==> config.mk <==
export PLATFORM = sky130hd
export DESIGN_NAME = fft8_top
export DESIGN_NICKNAME = d
export VERILOG_FILES = /design/src/source/fft8_pkg.sv /design/src/source/sample_counter.sv /design/src/source/frame_ctrl.sv /design/src/source/sdf_stage.sv /design/src/source/reorder_buffer.sv /design/src/source/fft8_top.sv
export VERILOG_INCLUDE_DIRS = /design/src /design/src/source
export SDC_FILE = /design/constraint.sdc
export NUM_CORES = 2
export LEC_CHECK = 0
export BUFFER_PORTS_ARGS = -buffer_cell sky130_fd_sc_hd__buf_2
export CAP_MARGIN = 25
export CORE_MARGIN = 3
export CORE_UTILIZATION = 64
export CTS_BUF_LIST = sky130_fd_sc_hd__clkbuf_8
export CTS_CLUSTER_DIAMETER = 60
export DETAILED_ROUTE_END_ITERATION = 8
export GPL_ROUTABILITY_DRIVEN = 0
export PLACE_DENSITY = 0.92
export SETUP_SLACK_MARGIN = 0.5
export SYNTH_ARGS = -nofsm -noshare
export SYNTH_HDL_FRONTEND = slang
export SYNTH_SLANG_ARGS = --single-unit
==> constraint.sdc <==
create_clock -name clk -period 16.15 [get_ports clk]
set_input_delay 3.23 -clock clk [delete_from_list [all_inputs] [get_ports clk]]
set_output_delay 3.23 -clock clk [all_outputs]
set_load 0.1 [all_outputs]
==> src/source/fft8_consts.svh <==
// ~~~~~~~~~~~~~~~~~~~~~~~~~~~~~~~~~~~~~~
// frame length, sample and result widths,
// twiddle scaling for the 8-point FFT
// ~~~~~~~~~~~~~~~~~~~~~~~~~~~~~~~~~~~~~~
`ifndef FFT8_CONSTS_SVH
`define FFT8_CONSTS_SVH

`define FFT_POINTS 8

// 5 integer bits, 8 fraction bits
`define DATA_W 13
// one growth bit per stage
`define OUT_W 16

`define TWIDDLE_W 8
`define TWIDDLE_SHIFT 6

`define COUNT_W 3

`endif

==> src/source/fft8_pkg.sv <==
// ~~~~~~~~~~~~~~~~~~~~~~~~~~~~~~~~~~~~~~
// sample types, frame states, twiddle table
// ~~~~~~~~~~~~~~~~~~~~~~~~~~~~~~~~~~~~~~
`include "fft8_consts.svh"

package fft8_pkg;

  typedef logic signed [`DATA_W-1:0] sample_t;
  typedef logic signed [`OUT_W-1:0] result_t;
  typedef logic signed [`TWIDDLE_W-1:0] twiddle_t;
  typedef logic [`COUNT_W-1:0] index_t;

  typedef enum logic [1:0] {
    IDLE,
    LOAD,
    CALC,
    DRAIN
  } frame_state_e;

  // W8^k for k = 0..3, Q6
  localparam twiddle_t twiddle_re [`FFT_POINTS/2] = '{
    twiddle_t'(64),
    twiddle_t'(45),
    twiddle_t'(0),
    twiddle_t'(-45)
  };

  localparam twiddle_t twiddle_im [`FFT_POINTS/2] = '{
    twiddle_t'(0),
    twiddle_t'(-45),
    twiddle_t'(-64),
    twiddle_t'(-45)
  };

endpackage

==> src/source/sample_counter.sv <==
// ~~~~~~~~~~~~~~~~~~~~~~~~~~~~~~~~~~~~~~
// position counter within a frame phase
// ~~~~~~~~~~~~~~~~~~~~~~~~~~~~~~~~~~~~~~
`timescale 1ns/1ns
`include "fft8_consts.svh"

module sample_counter (
  input  logic              clk,
  input  logic              rst_n,
  input  logic              clear,
  input  logic              advance,
  output fft8_pkg::index_t  count,
  output logic              last
);
  import fft8_pkg::*;

  // wraps to zero after the last sample of a phase
  always_ff @(posedge clk or negedge rst_n) begin
    if (!rst_n) begin
      count <= '0;
    end else if (clear) begin
      count <= '0;
    end else if (advance) begin
      count <= count + 1'b1;
    end
  end

  assign last = (count == index_t'(`FFT_POINTS - 1));

endmodule

==> src/source/frame_ctrl.sv <==
// ~~~~~~~~~~~~~~~~~~~~~~~~~~~~~~~~~~~~~~
// frame FSM for load, compute and drain
// ~~~~~~~~~~~~~~~~~~~~~~~~~~~~~~~~~~~~~~
`timescale 1ns/1ns

module frame_ctrl (
  input  logic clk,
  input  logic rst_n,
  input  logic valid_in,
  input  logic stage_valid,
  input  logic last,
  output logic ready,
  output logic accept,
  output logic count_clear,
  output logic count_advance,
  output logic write_en,
  output logic read_en
);
  import fft8_pkg::*;

  frame_state_e state_q;
  frame_state_e state_d;
  logic         ready_q;

  // the first sample needs ready and the other seven are taken blindly
  assign accept = ((state_q == IDLE) && ready_q && valid_in) || (state_q == LOAD);

  assign count_clear   = (state_q == IDLE) && !accept;
  assign count_advance = accept || (state_q == DRAIN) || ((state_q == CALC) && stage_valid);
  assign write_en      = (state_q == CALC) && stage_valid;
  assign read_en       = (state_q == DRAIN);

  // stays low through the last registered output
  assign ready = ready_q;

  always_comb begin
    state_d = state_q;
    case (state_q)
      IDLE: begin
        if (accept) state_d = LOAD;
      end
      LOAD: begin
        if (last) state_d = CALC;
      end
      CALC: begin
        if (stage_valid && last) state_d = DRAIN;
      end
      DRAIN: begin
        if (last) state_d = IDLE;
      end
      default: state_d = IDLE;
    endcase
  end

  always_ff @(posedge clk or negedge rst_n) begin
    if (!rst_n) begin
      state_q <= IDLE;
      ready_q <= 1'b1;
    end else begin
      state_q <= state_d;
      ready_q <= (state_q == IDLE) && !accept;
    end
  end

endmodule

==> src/source/sdf_stage.sv <==
// ~~~~~~~~~~~~~~~~~~~~~~~~~~~~~~~~~~~~~~
// radix-2 DIF delay-feedback stage with
// butterfly and twiddle rotation
// ~~~~~~~~~~~~~~~~~~~~~~~~~~~~~~~~~~~~~~
`timescale 1ns/1ns
`include "fft8_consts.svh"

module sdf_stage #(
  parameter int DEPTH = 4,
  parameter int IN_W  = `DATA_W
) (
  input  logic                   clk,
  input  logic                   rst_n,
  input  logic                   valid_in,
  input  logic signed [IN_W-1:0] in_re,
  input  logic signed [IN_W-1:0] in_im,
  output logic                   valid_out,
  output logic signed [IN_W:0]   out_re,
  output logic signed [IN_W:0]   out_im
);
  import fft8_pkg::*;

  localparam int OUT_W    = IN_W + 1;
  localparam int CNT_W    = (DEPTH > 1) ? $clog2(DEPTH) : 1;
  localparam int TW_IDX_W = $clog2(`FFT_POINTS / 2);
  localparam int TW_STEP  = (`FFT_POINTS / 2) / DEPTH;
  localparam int PROD_W   = OUT_W + `TWIDDLE_W;

  typedef enum logic [1:0] {
    FILL,
    BFLY,
    ROT
  } phase_e;

  phase_e                  phase_q;
  phase_e                  phase_d;
  logic [CNT_W-1:0]        k_q;
  logic [CNT_W-1:0]        k_d;
  logic [CNT_W-1:0]        k_next;
  logic                    half_done;
  logic                    in_valid_q;
  logic signed [IN_W-1:0]  in_re_q;
  logic signed [IN_W-1:0]  in_im_q;
  logic signed [OUT_W-1:0] dl_re [DEPTH];
  logic signed [OUT_W-1:0] dl_im [DEPTH];
  logic signed [OUT_W-1:0] a_re;
  logic signed [OUT_W-1:0] a_im;
  logic signed [OUT_W-1:0] b_re;
  logic signed [OUT_W-1:0] b_im;
  logic signed [OUT_W-1:0] push_re;
  logic signed [OUT_W-1:0] push_im;
  logic                    shift_en;
  logic [TW_IDX_W-1:0]     tw_idx;
  twiddle_t                wr;
  twiddle_t                wi;
  logic signed [PROD_W-1:0] prod_re;
  logic signed [PROD_W-1:0] prod_im;
  logic signed [OUT_W-1:0] rot_re;
  logic signed [OUT_W-1:0] rot_im;
  logic                    out_valid_d;
  logic signed [OUT_W-1:0] out_re_d;
  logic signed [OUT_W-1:0] out_im_d;

  // oldest delay entry against the new sample
  assign a_re = dl_re[DEPTH-1];
  assign a_im = dl_im[DEPTH-1];
  assign b_re = OUT_W'(in_re_q);
  assign b_im = OUT_W'(in_im_q);

  assign half_done = (k_q == CNT_W'(DEPTH - 1));
  assign k_next    = half_done ? '0 : k_q + 1'b1;

  // stored difference times W^(k*step)
  assign tw_idx  = TW_IDX_W'(int'(k_q) * TW_STEP);
  assign wr      = twiddle_re[tw_idx];
  assign wi      = twiddle_im[tw_idx];
  assign prod_re = a_re * wr - a_im * wi;
  assign prod_im = a_re * wi + a_im * wr;
  assign rot_re  = OUT_W'(prod_re >>> `TWIDDLE_SHIFT);
  assign rot_im  = OUT_W'(prod_im >>> `TWIDDLE_SHIFT);

  always_comb begin
    phase_d     = phase_q;
    k_d         = k_q;
    shift_en    = 1'b0;
    push_re     = b_re;
    push_im     = b_im;
    out_valid_d = 1'b0;
    out_re_d    = rot_re;
    out_im_d    = rot_im;
    case (phase_q)
      FILL: begin
        if (in_valid_q) begin
          shift_en = 1'b1;
          k_d      = k_next;
          if (half_done) phase_d = BFLY;
        end
      end
      BFLY: begin
        if (in_valid_q) begin
          shift_en    = 1'b1;
          push_re     = a_re - b_re;
          push_im     = a_im - b_im;
          out_valid_d = 1'b1;
          out_re_d    = a_re + b_re;
          out_im_d    = a_im + b_im;
          k_d         = k_next;
          if (half_done) phase_d = ROT;
        end
      end
      ROT: begin
        // a following group may fill while the differences drain
        shift_en    = 1'b1;
        out_valid_d = 1'b1;
        k_d         = k_next;
        if (!in_valid_q) begin
          push_re = '0;
          push_im = '0;
        end
        if (half_done) phase_d = in_valid_q ? BFLY : FILL;
      end
      default: phase_d = FILL;
    endcase
  end

  always_ff @(posedge clk or negedge rst_n) begin
    if (!rst_n) begin
      in_valid_q <= 1'b0;
      phase_q    <= FILL;
      k_q        <= '0;
      valid_out  <= 1'b0;
    end else begin
      in_valid_q <= valid_in;
      phase_q    <= phase_d;
      k_q        <= k_d;
      valid_out  <= out_valid_d;
    end
  end

  always_ff @(posedge clk) begin
    in_re_q <= in_re;
    in_im_q <= in_im;
    out_re  <= out_re_d;
    out_im  <= out_im_d;
    if (shift_en) begin
      dl_re[0] <= push_re;
      dl_im[0] <= push_im;
      for (int i = 1; i < DEPTH; i++) begin
        dl_re[i] <= dl_re[i-1];
        dl_im[i] <= dl_im[i-1];
      end
    end
  end

endmodule

==> src/source/reorder_buffer.sv <==
// ~~~~~~~~~~~~~~~~~~~~~~~~~~~~~~~~~~~~~~
// bit-reversed write, natural-order read
// ~~~~~~~~~~~~~~~~~~~~~~~~~~~~~~~~~~~~~~
`timescale 1ns/1ns
`include "fft8_consts.svh"

module reorder_buffer (
  input  logic              clk,
  input  logic              rst_n,
  input  logic              write_en,
  input  logic              read_en,
  input  fft8_pkg::index_t  count,
  input  fft8_pkg::result_t wr_re,
  input  fft8_pkg::result_t wr_im,
  output logic              valid_out,
  output fft8_pkg::result_t rd_re,
  output fft8_pkg::result_t rd_im
);
  import fft8_pkg::*;

  result_t mem_re [`FFT_POINTS];
  result_t mem_im [`FFT_POINTS];
  index_t  wr_addr;

  function automatic index_t bit_rev(input index_t idx);
    index_t rev;
    for (int i = 0; i < `COUNT_W; i++) begin
      rev[i] = idx[`COUNT_W-1-i];
    end
    return rev;
  endfunction

  // stage 3 emits frequency bins in bit-reversed order
  assign wr_addr = bit_rev(count);

  always_ff @(posedge clk) begin
    if (write_en) begin
      mem_re[wr_addr] <= wr_re;
      mem_im[wr_addr] <= wr_im;
    end
    if (read_en) begin
      rd_re <= mem_re[count];
      rd_im <= mem_im[count];
    end
  end

  always_ff @(posedge clk or negedge rst_n) begin
    if (!rst_n) begin
      valid_out <= 1'b0;
    end else begin
      valid_out <= read_en;
    end
  end

endmodule

==> src/source/fft8_top.sv <==
// ~~~~~~~~~~~~~~~~~~~~~~~~~~~~~~~~~~~~~~
// 8-point SDF FFT: controller, counter,
// three butterfly stages, output reorder
// ~~~~~~~~~~~~~~~~~~~~~~~~~~~~~~~~~~~~~~
`timescale 1ns/1ns
`include "fft8_consts.svh"

module fft8_top (
  input  logic              clk,
  input  logic              rst_n,
  input  logic              valid_in,
  input  fft8_pkg::sample_t data_in_re,
  input  fft8_pkg::sample_t data_in_im,
  output logic              ready,
  output logic              valid_out,
  output fft8_pkg::result_t data_out_re,
  output fft8_pkg::result_t data_out_im
);
  import fft8_pkg::*;

  logic                     accept;
  logic                     count_clear;
  logic                     count_advance;
  logic                     write_en;
  logic                     read_en;
  logic                     last;
  index_t                   count;

  logic                     s1_valid;
  logic signed [`DATA_W:0]  s1_re;
  logic signed [`DATA_W:0]  s1_im;
  logic                     s2_valid;
  logic signed [`DATA_W+1:0] s2_re;
  logic signed [`DATA_W+1:0] s2_im;
  logic                     s3_valid;
  result_t                  s3_re;
  result_t                  s3_im;

  frame_ctrl u_ctrl (
    .clk           (clk),
    .rst_n         (rst_n),
    .valid_in      (valid_in),
    .stage_valid   (s3_valid),
    .last          (last),
    .ready         (ready),
    .accept        (accept),
    .count_clear   (count_clear),
    .count_advance (count_advance),
    .write_en      (write_en),
    .read_en       (read_en)
  );

  sample_counter u_counter (
    .clk     (clk),
    .rst_n   (rst_n),
    .clear   (count_clear),
    .advance (count_advance),
    .count   (count),
    .last    (last)
  );

  // 13 -> 14 -> 15 -> 16 bits
  sdf_stage #(.DEPTH(4), .IN_W(`DATA_W)) u_stage1 (
    .clk       (clk),
    .rst_n     (rst_n),
    .valid_in  (accept),
    .in_re     (data_in_re),
    .in_im     (data_in_im),
    .valid_out (s1_valid),
    .out_re    (s1_re),
    .out_im    (s1_im)
  );

  sdf_stage #(.DEPTH(2), .IN_W(`DATA_W + 1)) u_stage2 (
    .clk       (clk),
    .rst_n     (rst_n),
    .valid_in  (s1_valid),
    .in_re     (s1_re),
    .in_im     (s1_im),
    .valid_out (s2_valid),
    .out_re    (s2_re),
    .out_im    (s2_im)
  );

  sdf_stage #(.DEPTH(1), .IN_W(`DATA_W + 2)) u_stage3 (
    .clk       (clk),
    .rst_n     (rst_n),
    .valid_in  (s2_valid),
    .in_re     (s2_re),
    .in_im     (s2_im),
    .valid_out (s3_valid),
    .out_re    (s3_re),
    .out_im    (s3_im)
  );

  reorder_buffer u_reorder (
    .clk       (clk),
    .rst_n     (rst_n),
    .write_en  (write_en),
    .read_en   (read_en),
    .count     (count),
    .wr_re     (s3_re),
    .wr_im     (s3_im),
    .valid_out (valid_out),
    .rd_re     (data_out_re),
    .rd_im     (data_out_im)
  );

endmodule

* Word-level counts from Yosys, hierarchy flattened
Memory sizes are Yosys's and may differ from the RTL's. A register that Yosys moved wholly into a read port is not among the register bits. Cells that the tools add are included.
Operators by class: equality and inequality tests 33, $lt $le $gt $ge 2, $mul 8, bitwise gates (word level) 2, $add $sub $neg 20, multiplexer cells 96, reduce and logical (&&, ||, !) cells 27
Operators with widths (number):
- 2-to-1 mux 16 bit | 8
- 2-to-1 mux 15 bit | 8
- 2-to-1 mux 14 bit | 8
- multiplier 15 x 8 -> 21 bit | 4
- multiplier 14 x 8 -> 20 bit | 4
- binary-select mux 8 bit (select 2 bit) | 4
- 2-to-1 mux 8 bit | 8
- case mux 16 bit (2 select lines) | 2
- case mux 15 bit (2 select lines) | 2
- case mux 14 bit (2 select lines) | 2
- 2-to-1 mux 2 bit | 21
- inequality test 2 x 1 -> 1 bit (second input constant) | 17
- adder 16 x 15 -> 16 bit | 2
- subtractor 16 x 15 -> 16 bit | 2
- adder 15 x 14 -> 15 bit | 2
- subtractor 15 x 14 -> 15 bit | 2
- adder 14 x 13 -> 14 bit | 2
- subtractor 14 x 13 -> 14 bit | 2
- adder 21 bit | 1
- subtractor 21 bit | 1
- adder 20 bit | 1
- subtractor 20 bit | 1
- 2-to-1 mux 1 bit | 18
- case mux 2 bit (3 select lines) | 3
- 22 further kinds | 63
Word-level totals: bits in registers 197, logic and storage cells 224, output and inout bits 34, bits in writable memories 460, memories kept 8, input port bits 29
Memories:
- u_reorder.mem_im | words 8, width 16, rd ports 1, clocked after Yosys merged registers in 1, wr ports 1, RTL line reorder_buffer.sv:22 | result_t mem_im [`FFT_POINTS];
- u_reorder.mem_re | words 8, width 16, rd ports 1, clocked after Yosys merged registers in 1, wr ports 1, RTL line reorder_buffer.sv:21 | result_t mem_re [`FFT_POINTS];
- u_stage1.dl_im | words 4, width 14, rd ports 4, clocked after Yosys merged registers in 0, wr ports 4, RTL line sdf_stage.sv:45 | logic signed [OUT_W-1:0] dl_im [DEPTH];
- u_stage1.dl_re | words 4, width 14, rd ports 4, clocked after Yosys merged registers in 0, wr ports 4, RTL line sdf_stage.sv:44 | logic signed [OUT_W-1:0] dl_re [DEPTH];
- u_stage2.dl_im | words 2, width 15, rd ports 2, clocked after Yosys merged registers in 0, wr ports 2, RTL line sdf_stage.sv:45
- u_stage2.dl_re | words 2, width 15, rd ports 2, clocked after Yosys merged registers in 0, wr ports 2, RTL line sdf_stage.sv:44
- 2 more memories

* Longest topological paths before layout
depth after elaboration 8, depth in mapped cells 27

* Cells and area by module
Synthesis repeated with hierarchy kept, for this count alone.
Second synthesis, totals: cell total of the unflattened synthesis 4273, area total of the unflattened synthesis 47362.9 sq um
By module, submodules not included:
- sdf_stage (u_stage1) | area an instance 19728.9 sq um, cells each 1962, instances 1
- reorder_buffer | area an instance 10829.1 sq um, cells each 503, instances 1
- sdf_stage (u_stage2) | area an instance 10307.4 sq um, cells each 1087, instances 1
- sdf_stage (u_stage3) | area an instance 6097.1 sq um, cells each 686, instances 1
- frame_ctrl | area an instance 260.2 sq um, cells each 24, instances 1
- sample_counter | area an instance 140.1 sq um, cells each 11, instances 1

* Worst setup path after synthesis
Ideal clock, no wire load.
kind reg-to-reg, from register u_stage1.in_valid_q, to register u_stage1.k_q[0], cell stages (with the launch flop) 5, setup slack 9.308 ns, setup time 0.403 ns, arrival 6.440 ns, required time 15.747 ns, cells stage by stage dfrtp_1 > clkbuf_1 > nor2_1 > a21oi_1 > o21ai_0
On the way: cells in the longest elaborated chain, start to end 2
RTL lines:
- from (decl) | RTL line sdf_stage.sv:41 | logic in_valid_q;
- from (signal assigned) | RTL line sdf_stage.sv:133 | in_valid_q <= valid_in;
- inequality test 2 x 1 -> 1 bit (no line)
- AND reduction 2 bit (no line)
- to (signal assigned) | RTL line sdf_stage.sv:135 | k_q <= k_d;
- to (decl) | RTL line sdf_stage.sv:37 | logic [CNT_W-1:0] k_q;
No other way between the ends. A chain may end at the register's enable or synchronous reset.

* Worst setup path in the final report
from register u_stage1.k_q[0], to register u_stage1.out_re[13]
On the way: cells in the longest elaborated chain, start to end 8, elaborated cells between the ends (all ways) 12, those cells by class add/sub (1); mul (2); mux (8); bitwise (1)
RTL lines:
- NOT 2 -> 3 bit (implied by the code) (*) | RTL line sdf_stage.sv:75, sdf_stage.sv:76
- binary-select mux 8 bit (select 2 bit), on equally long branches | RTL line sdf_stage.sv:75, sdf_stage.sv:76
- 2-to-1 mux 8 bit, on equally long branches (2 in a row) | RTL line sdf_stage.sv:75, sdf_stage.sv:76
- multiplier 14 x 8 -> 20 bit | RTL line sdf_stage.sv:77 | assign prod_re = a_re * wr - a_im * wi;
- subtractor 20 bit (*) | RTL line sdf_stage.sv:77
- 2-to-1 mux 14 bit | RTL line sdf_stage.sv:100 | if (in_valid_q) begin
- 2-to-1 mux 14 bit (*) | RTL line sdf_stage.sv:91 | case (phase_q)
- via u_stage1.out_re_d[13] | RTL line sdf_stage.sv:61 | logic signed [OUT_W-1:0] out_re_d;
- to (signal assigned) | RTL line sdf_stage.sv:143 | out_re <= out_re_d;
- to (decl) | RTL line sdf_stage.sv:18 | output logic signed [IN_W:0] out_re,
Mark *: on every way through the listed nets, which the timed path passes. The rest lies on a longest branch. The select of a mux whose other input is x is not followed.

==> summary.txt <==
CTS
  – Clock Latency Late Sink: 0.77 ns
  – Post-cts sizing count: 0
  – Cts bufs inserted: 108
  – Worst-path clk slew: 0.07 ns
  – # H-tree levels: 3
  – Post CTS Setup Buffer Count: 0
  – CTS tree: built
  – Max Buffers Root-to-Sink: 3
  – Hold buffer count at CTS: 0
  – Sink Count: 688
  – Clk root buf: clkbuf_8

Global route
  – First-pass GRT wire length: 180.1 mm
  – Initial antenna violation count: 2
  – M3 GR Usage: 4.848%
  – Largest net degree at the start of global routing: 91
  – Vias in the first global route: 34,520
  – Met1 Use GR: 35.02%
  – GRT Total Usage: 29.48%
  – Met2 usage: 50.28%
  – Global routing's busiest layer: met2
  – Global route overflow: 0

Timing
  – Final Skew: 0.05375 ns
  – Worst relative slew slack: 33.05%
  – Hold Vio Cnt, Final: 0
  – Post-route worst setup slack: 8.404 ns
  – Worst slew pin tran: 1.004 ns
  – RSZ-0062 raised after global routing: false
  – Sum Neg Setup Slack: 0 ns
  – Final Max Slew Viols: 0
  – Final Critical Period: 7.746 ns
  – Fmax: 129.1 MHz
  – Period utilisation layout: 47.96%
  – Endpoints failing setup: 0

Place
  – HPWL after detailed placement: 79.16 mm
  – IO buf count: 62
  – Setup WS pre-CTS: 8.770 ns
  – Dpl cell area: 48,280 um2

Route
  – Final wirelength: 112.5 mm
  – Via density: 6.091
  – DR DRC count: 0
  – Routed wire per std cell: 20.92 um
  – Iter 0 DRT Violations: 3,246
  – Final ANT Viol Nets: 0
  – DR vias: 32,750
  – First drt pass iteration count: 6

Hold path
  – WHS Path Cells: 0
  – Worst hold endpoint: u_stage2.in_im_q[3]
  – Hold Crit Start: u_stage1.out_im[3]
  – Min-Delay Path Class: flop to flop

Worst setup path
  – Reg2reg end: u_stage1.out_re[13]
  – Setup crit end kind: flop
  – Reg2reg setup slack: 8.40 ns
  – Arrival time of the worst setup path: 8.35 ns
  – CP max FO: 44
  – Reg2Reg Launch Point: u_stage1.k_q[0]
  – Cell depth of the worst flop-to-flop path: 24
  – Data required time of the critical path: 16.75 ns
  – Setup CP Type: flop to flop
  – Critical Path Source Type: flop

Floorplan
  – Die area: 76,870 um2
  – Core area: 72,220 um2
  – Die Width: 277.3 um
  – Rows: 98
  – Initial Utilization: 65.20%
  – I/O pin count: 63
  – Die H: 277.3 um

Power and ir drop
  – Total Power: 3.567 mW
  – Leak: 22.65 nW
  – PwrDens: 70.31 nW/um2
  – Worst vdd ir: 109.3 uV

Logic synthesis
  – Ys flop type: edfxtp_1
  – Yosys warning total: 0
  – Synth top area cells: edfxtp_1 31%, fa_1 14%, ha_1 13%
  – Syn_area_per_cell: 11.02 um2
  – Async S/R FF share, synth: 3.198%
  – Synth unique cells: 98
  – Leading area contributor after synthesis: edfxtp_1
  – Synthesized area: 47,090 um2
  – Mapped Nets: 5,111
  – Yosys reg bits: 688
  – Post-synthesis instance total: 4,274
  – Sequential area share after synthesis: 39.94%
  – Yosys top cell area share: 31.37%
  – Number of enable flip-flop cells after synthesis: 492

Cells and area
  – Commonest non-fill, non-tap cell in the layout: inv_1
  – Area added between synthesis and finish: 7.716%
  – Fill cell count: 4,450
  – Final instance area: 50,720 um2
  – Layout Nets: 5,167
  – Share of cells above drive strength 1: 8.382%
  – Commonest non-fill, non-tap cells in the layout: 703 x inv_1, 492 x edfxtp_1, 471 x ha_1, 373 x nand2_1, 336 x fa_1

Status
  – Outcome: complete, no violations

Run
  – Maxcap violations: 0
==> metrics by stage <==
step | hold slack, ns | utilization, % | std cells
floorplan | 0.3096 | - | 4274
global placement | 0.3101 | 66.82 | 5167
detailed placement | 0.3121 | 66.84 | 5168
CTS | 0.3238 | 70.18 | 5374
global route | 0.3312 | 70.23 | 5377
finish | 0.3193 | 70.23 | 5377
==> critical path: stages (launching register included) <==
cell      delay [ns]
dfrtp_1         0.37
buf_4           0.33
ha_1            0.20
buf_4           0.43
inv_1           0.58
nor2_1          0.39
fa_1            0.51
inv_1           0.10
fa_1            0.43
fa_1            0.52
inv_1           0.05
fa_1            0.46
fa_1            0.55
inv_1           0.06
fa_1            0.53
inv_1           0.04
ha_1            0.30
o21a_1          0.19
o21a_1          0.17
a21bo_2         0.22
a31oi_2         0.18
a211oi_1        0.52
a21oi_1         0.16
xnor2_1         0.19
mux2i_1         0.09
==> worst max path at each step <==
stage                         from             endpoint  slack (ns)  cells after the start
2_1_floorplan  u_stage1.in_valid_q      u_stage1.k_q[0]        9.31                      4
3_3_place_gp       u_stage1.k_q[0]  u_stage1.out_re[13]        9.09                     24
3_5_place_dp       u_stage1.k_q[0]  u_stage1.out_re[13]        8.77                     22
4_1_cts            u_stage1.k_q[0]  u_stage1.out_re[13]        8.52                     24
5_1_grt            u_stage1.k_q[0]  u_stage1.out_re[12]        8.15                     24
6_report           u_stage1.k_q[0]  u_stage1.out_re[13]        8.40                     24
==> area by class of cell <==
| cell class | count | area, um2 | share of cell area [%] |
|---|---|---|---|
| well taps | 950 | 1189 | 2.343 |
| inverters | 664 | 2492 | 4.914 |
| multi-input cells | 2775 | 25240 | 49.77 |
| flip-flops and latches | 688 | 18820 | 37.09 |
| diodes | 1 | 2.502 | 0.004933 |
| repair buffers | 93 | 574.3 | 1.132 |
| clock inverters | 82 | 700.7 | 1.381 |
| clock buffers | 124 | 1707 | 3.365 |
==> power by group <==
group	switching [mW]	internal, mW	leakage (nW)	total (mW)
Clock	0.743	0.866	1.38	1.61
Sequential	0.00642	1.87	6.17	1.88
Combinational	0.0463	0.0302	15.1	0.0765
==> cell usage after synthesis (all sizes together) (40+ instances only) <==
library cell / number
a21oi: 154
and2: 56
clkbuf: 123
dfxtp: 174
edfxtp: 492
fa: 336
ha: 472
inv: 663
mux4: 64
nand2: 373
nand2b: 48
nor2: 224
nor2b: 114
nor3: 60
o21ai: 180
or3: 40
xnor2: 148
xor2: 59
==> kinds of logic (layout without fill, tap and decap cells) <==
| group | after synthesis | count (layout) | synth area share, % |
|---|---|---|---|
| other | 2 | 3 | 0.01595 |
| and+or+nand+nor | 1058 | 1058 | 10.81 |
| AOI/OAI and AO/OA | 614 | 614 | 8.470 |
| adders and majority gates | 809 | 809 | 26.85 |
| muxes | 84 | 84 | 3.491 |
| buffers and inverters | 811 | 963 | 6.528 |
| xor gates and xnor gates | 208 | 208 | 3.898 |
| DFF | 688 | 688 | 39.94 |
==> flip-flops by register name, indices dropped and copies added, names as in the netlist, 3 cells and up <==
register,cells
u_stage3.in_im_q,15
u_counter.count,3
u_stage2.out_im,15
u_reorder.rd_re,16
u_stage2.dl_re,30
u_stage1.out_re,14
u_stage3.out_im,16
u_stage2.out_re,15
u_stage2.in_im_q,14
u_stage2.in_re_q,14
u_stage1.dl_re,56
u_stage1.out_im,14
u_stage1.in_im_q,13
u_stage3.dl_im,16
u_stage1.in_re_q,13
u_stage3.dl_re,16
u_reorder.rd_im,16
u_stage3.out_re,16
u_stage1.dl_im,56
u_stage3.in_re_q,15
u_reorder.mem_re,128
u_stage2.dl_im,30
u_reorder.mem_im,128
==> routing by layer <==
metal	up-vias	part of all wire, %
li1	14520	-
met1	15960	36
met2	1792	49
met3	476	8.1
met4	0	7.0
met5	-	0
Power figures use the tool's default switching activity.
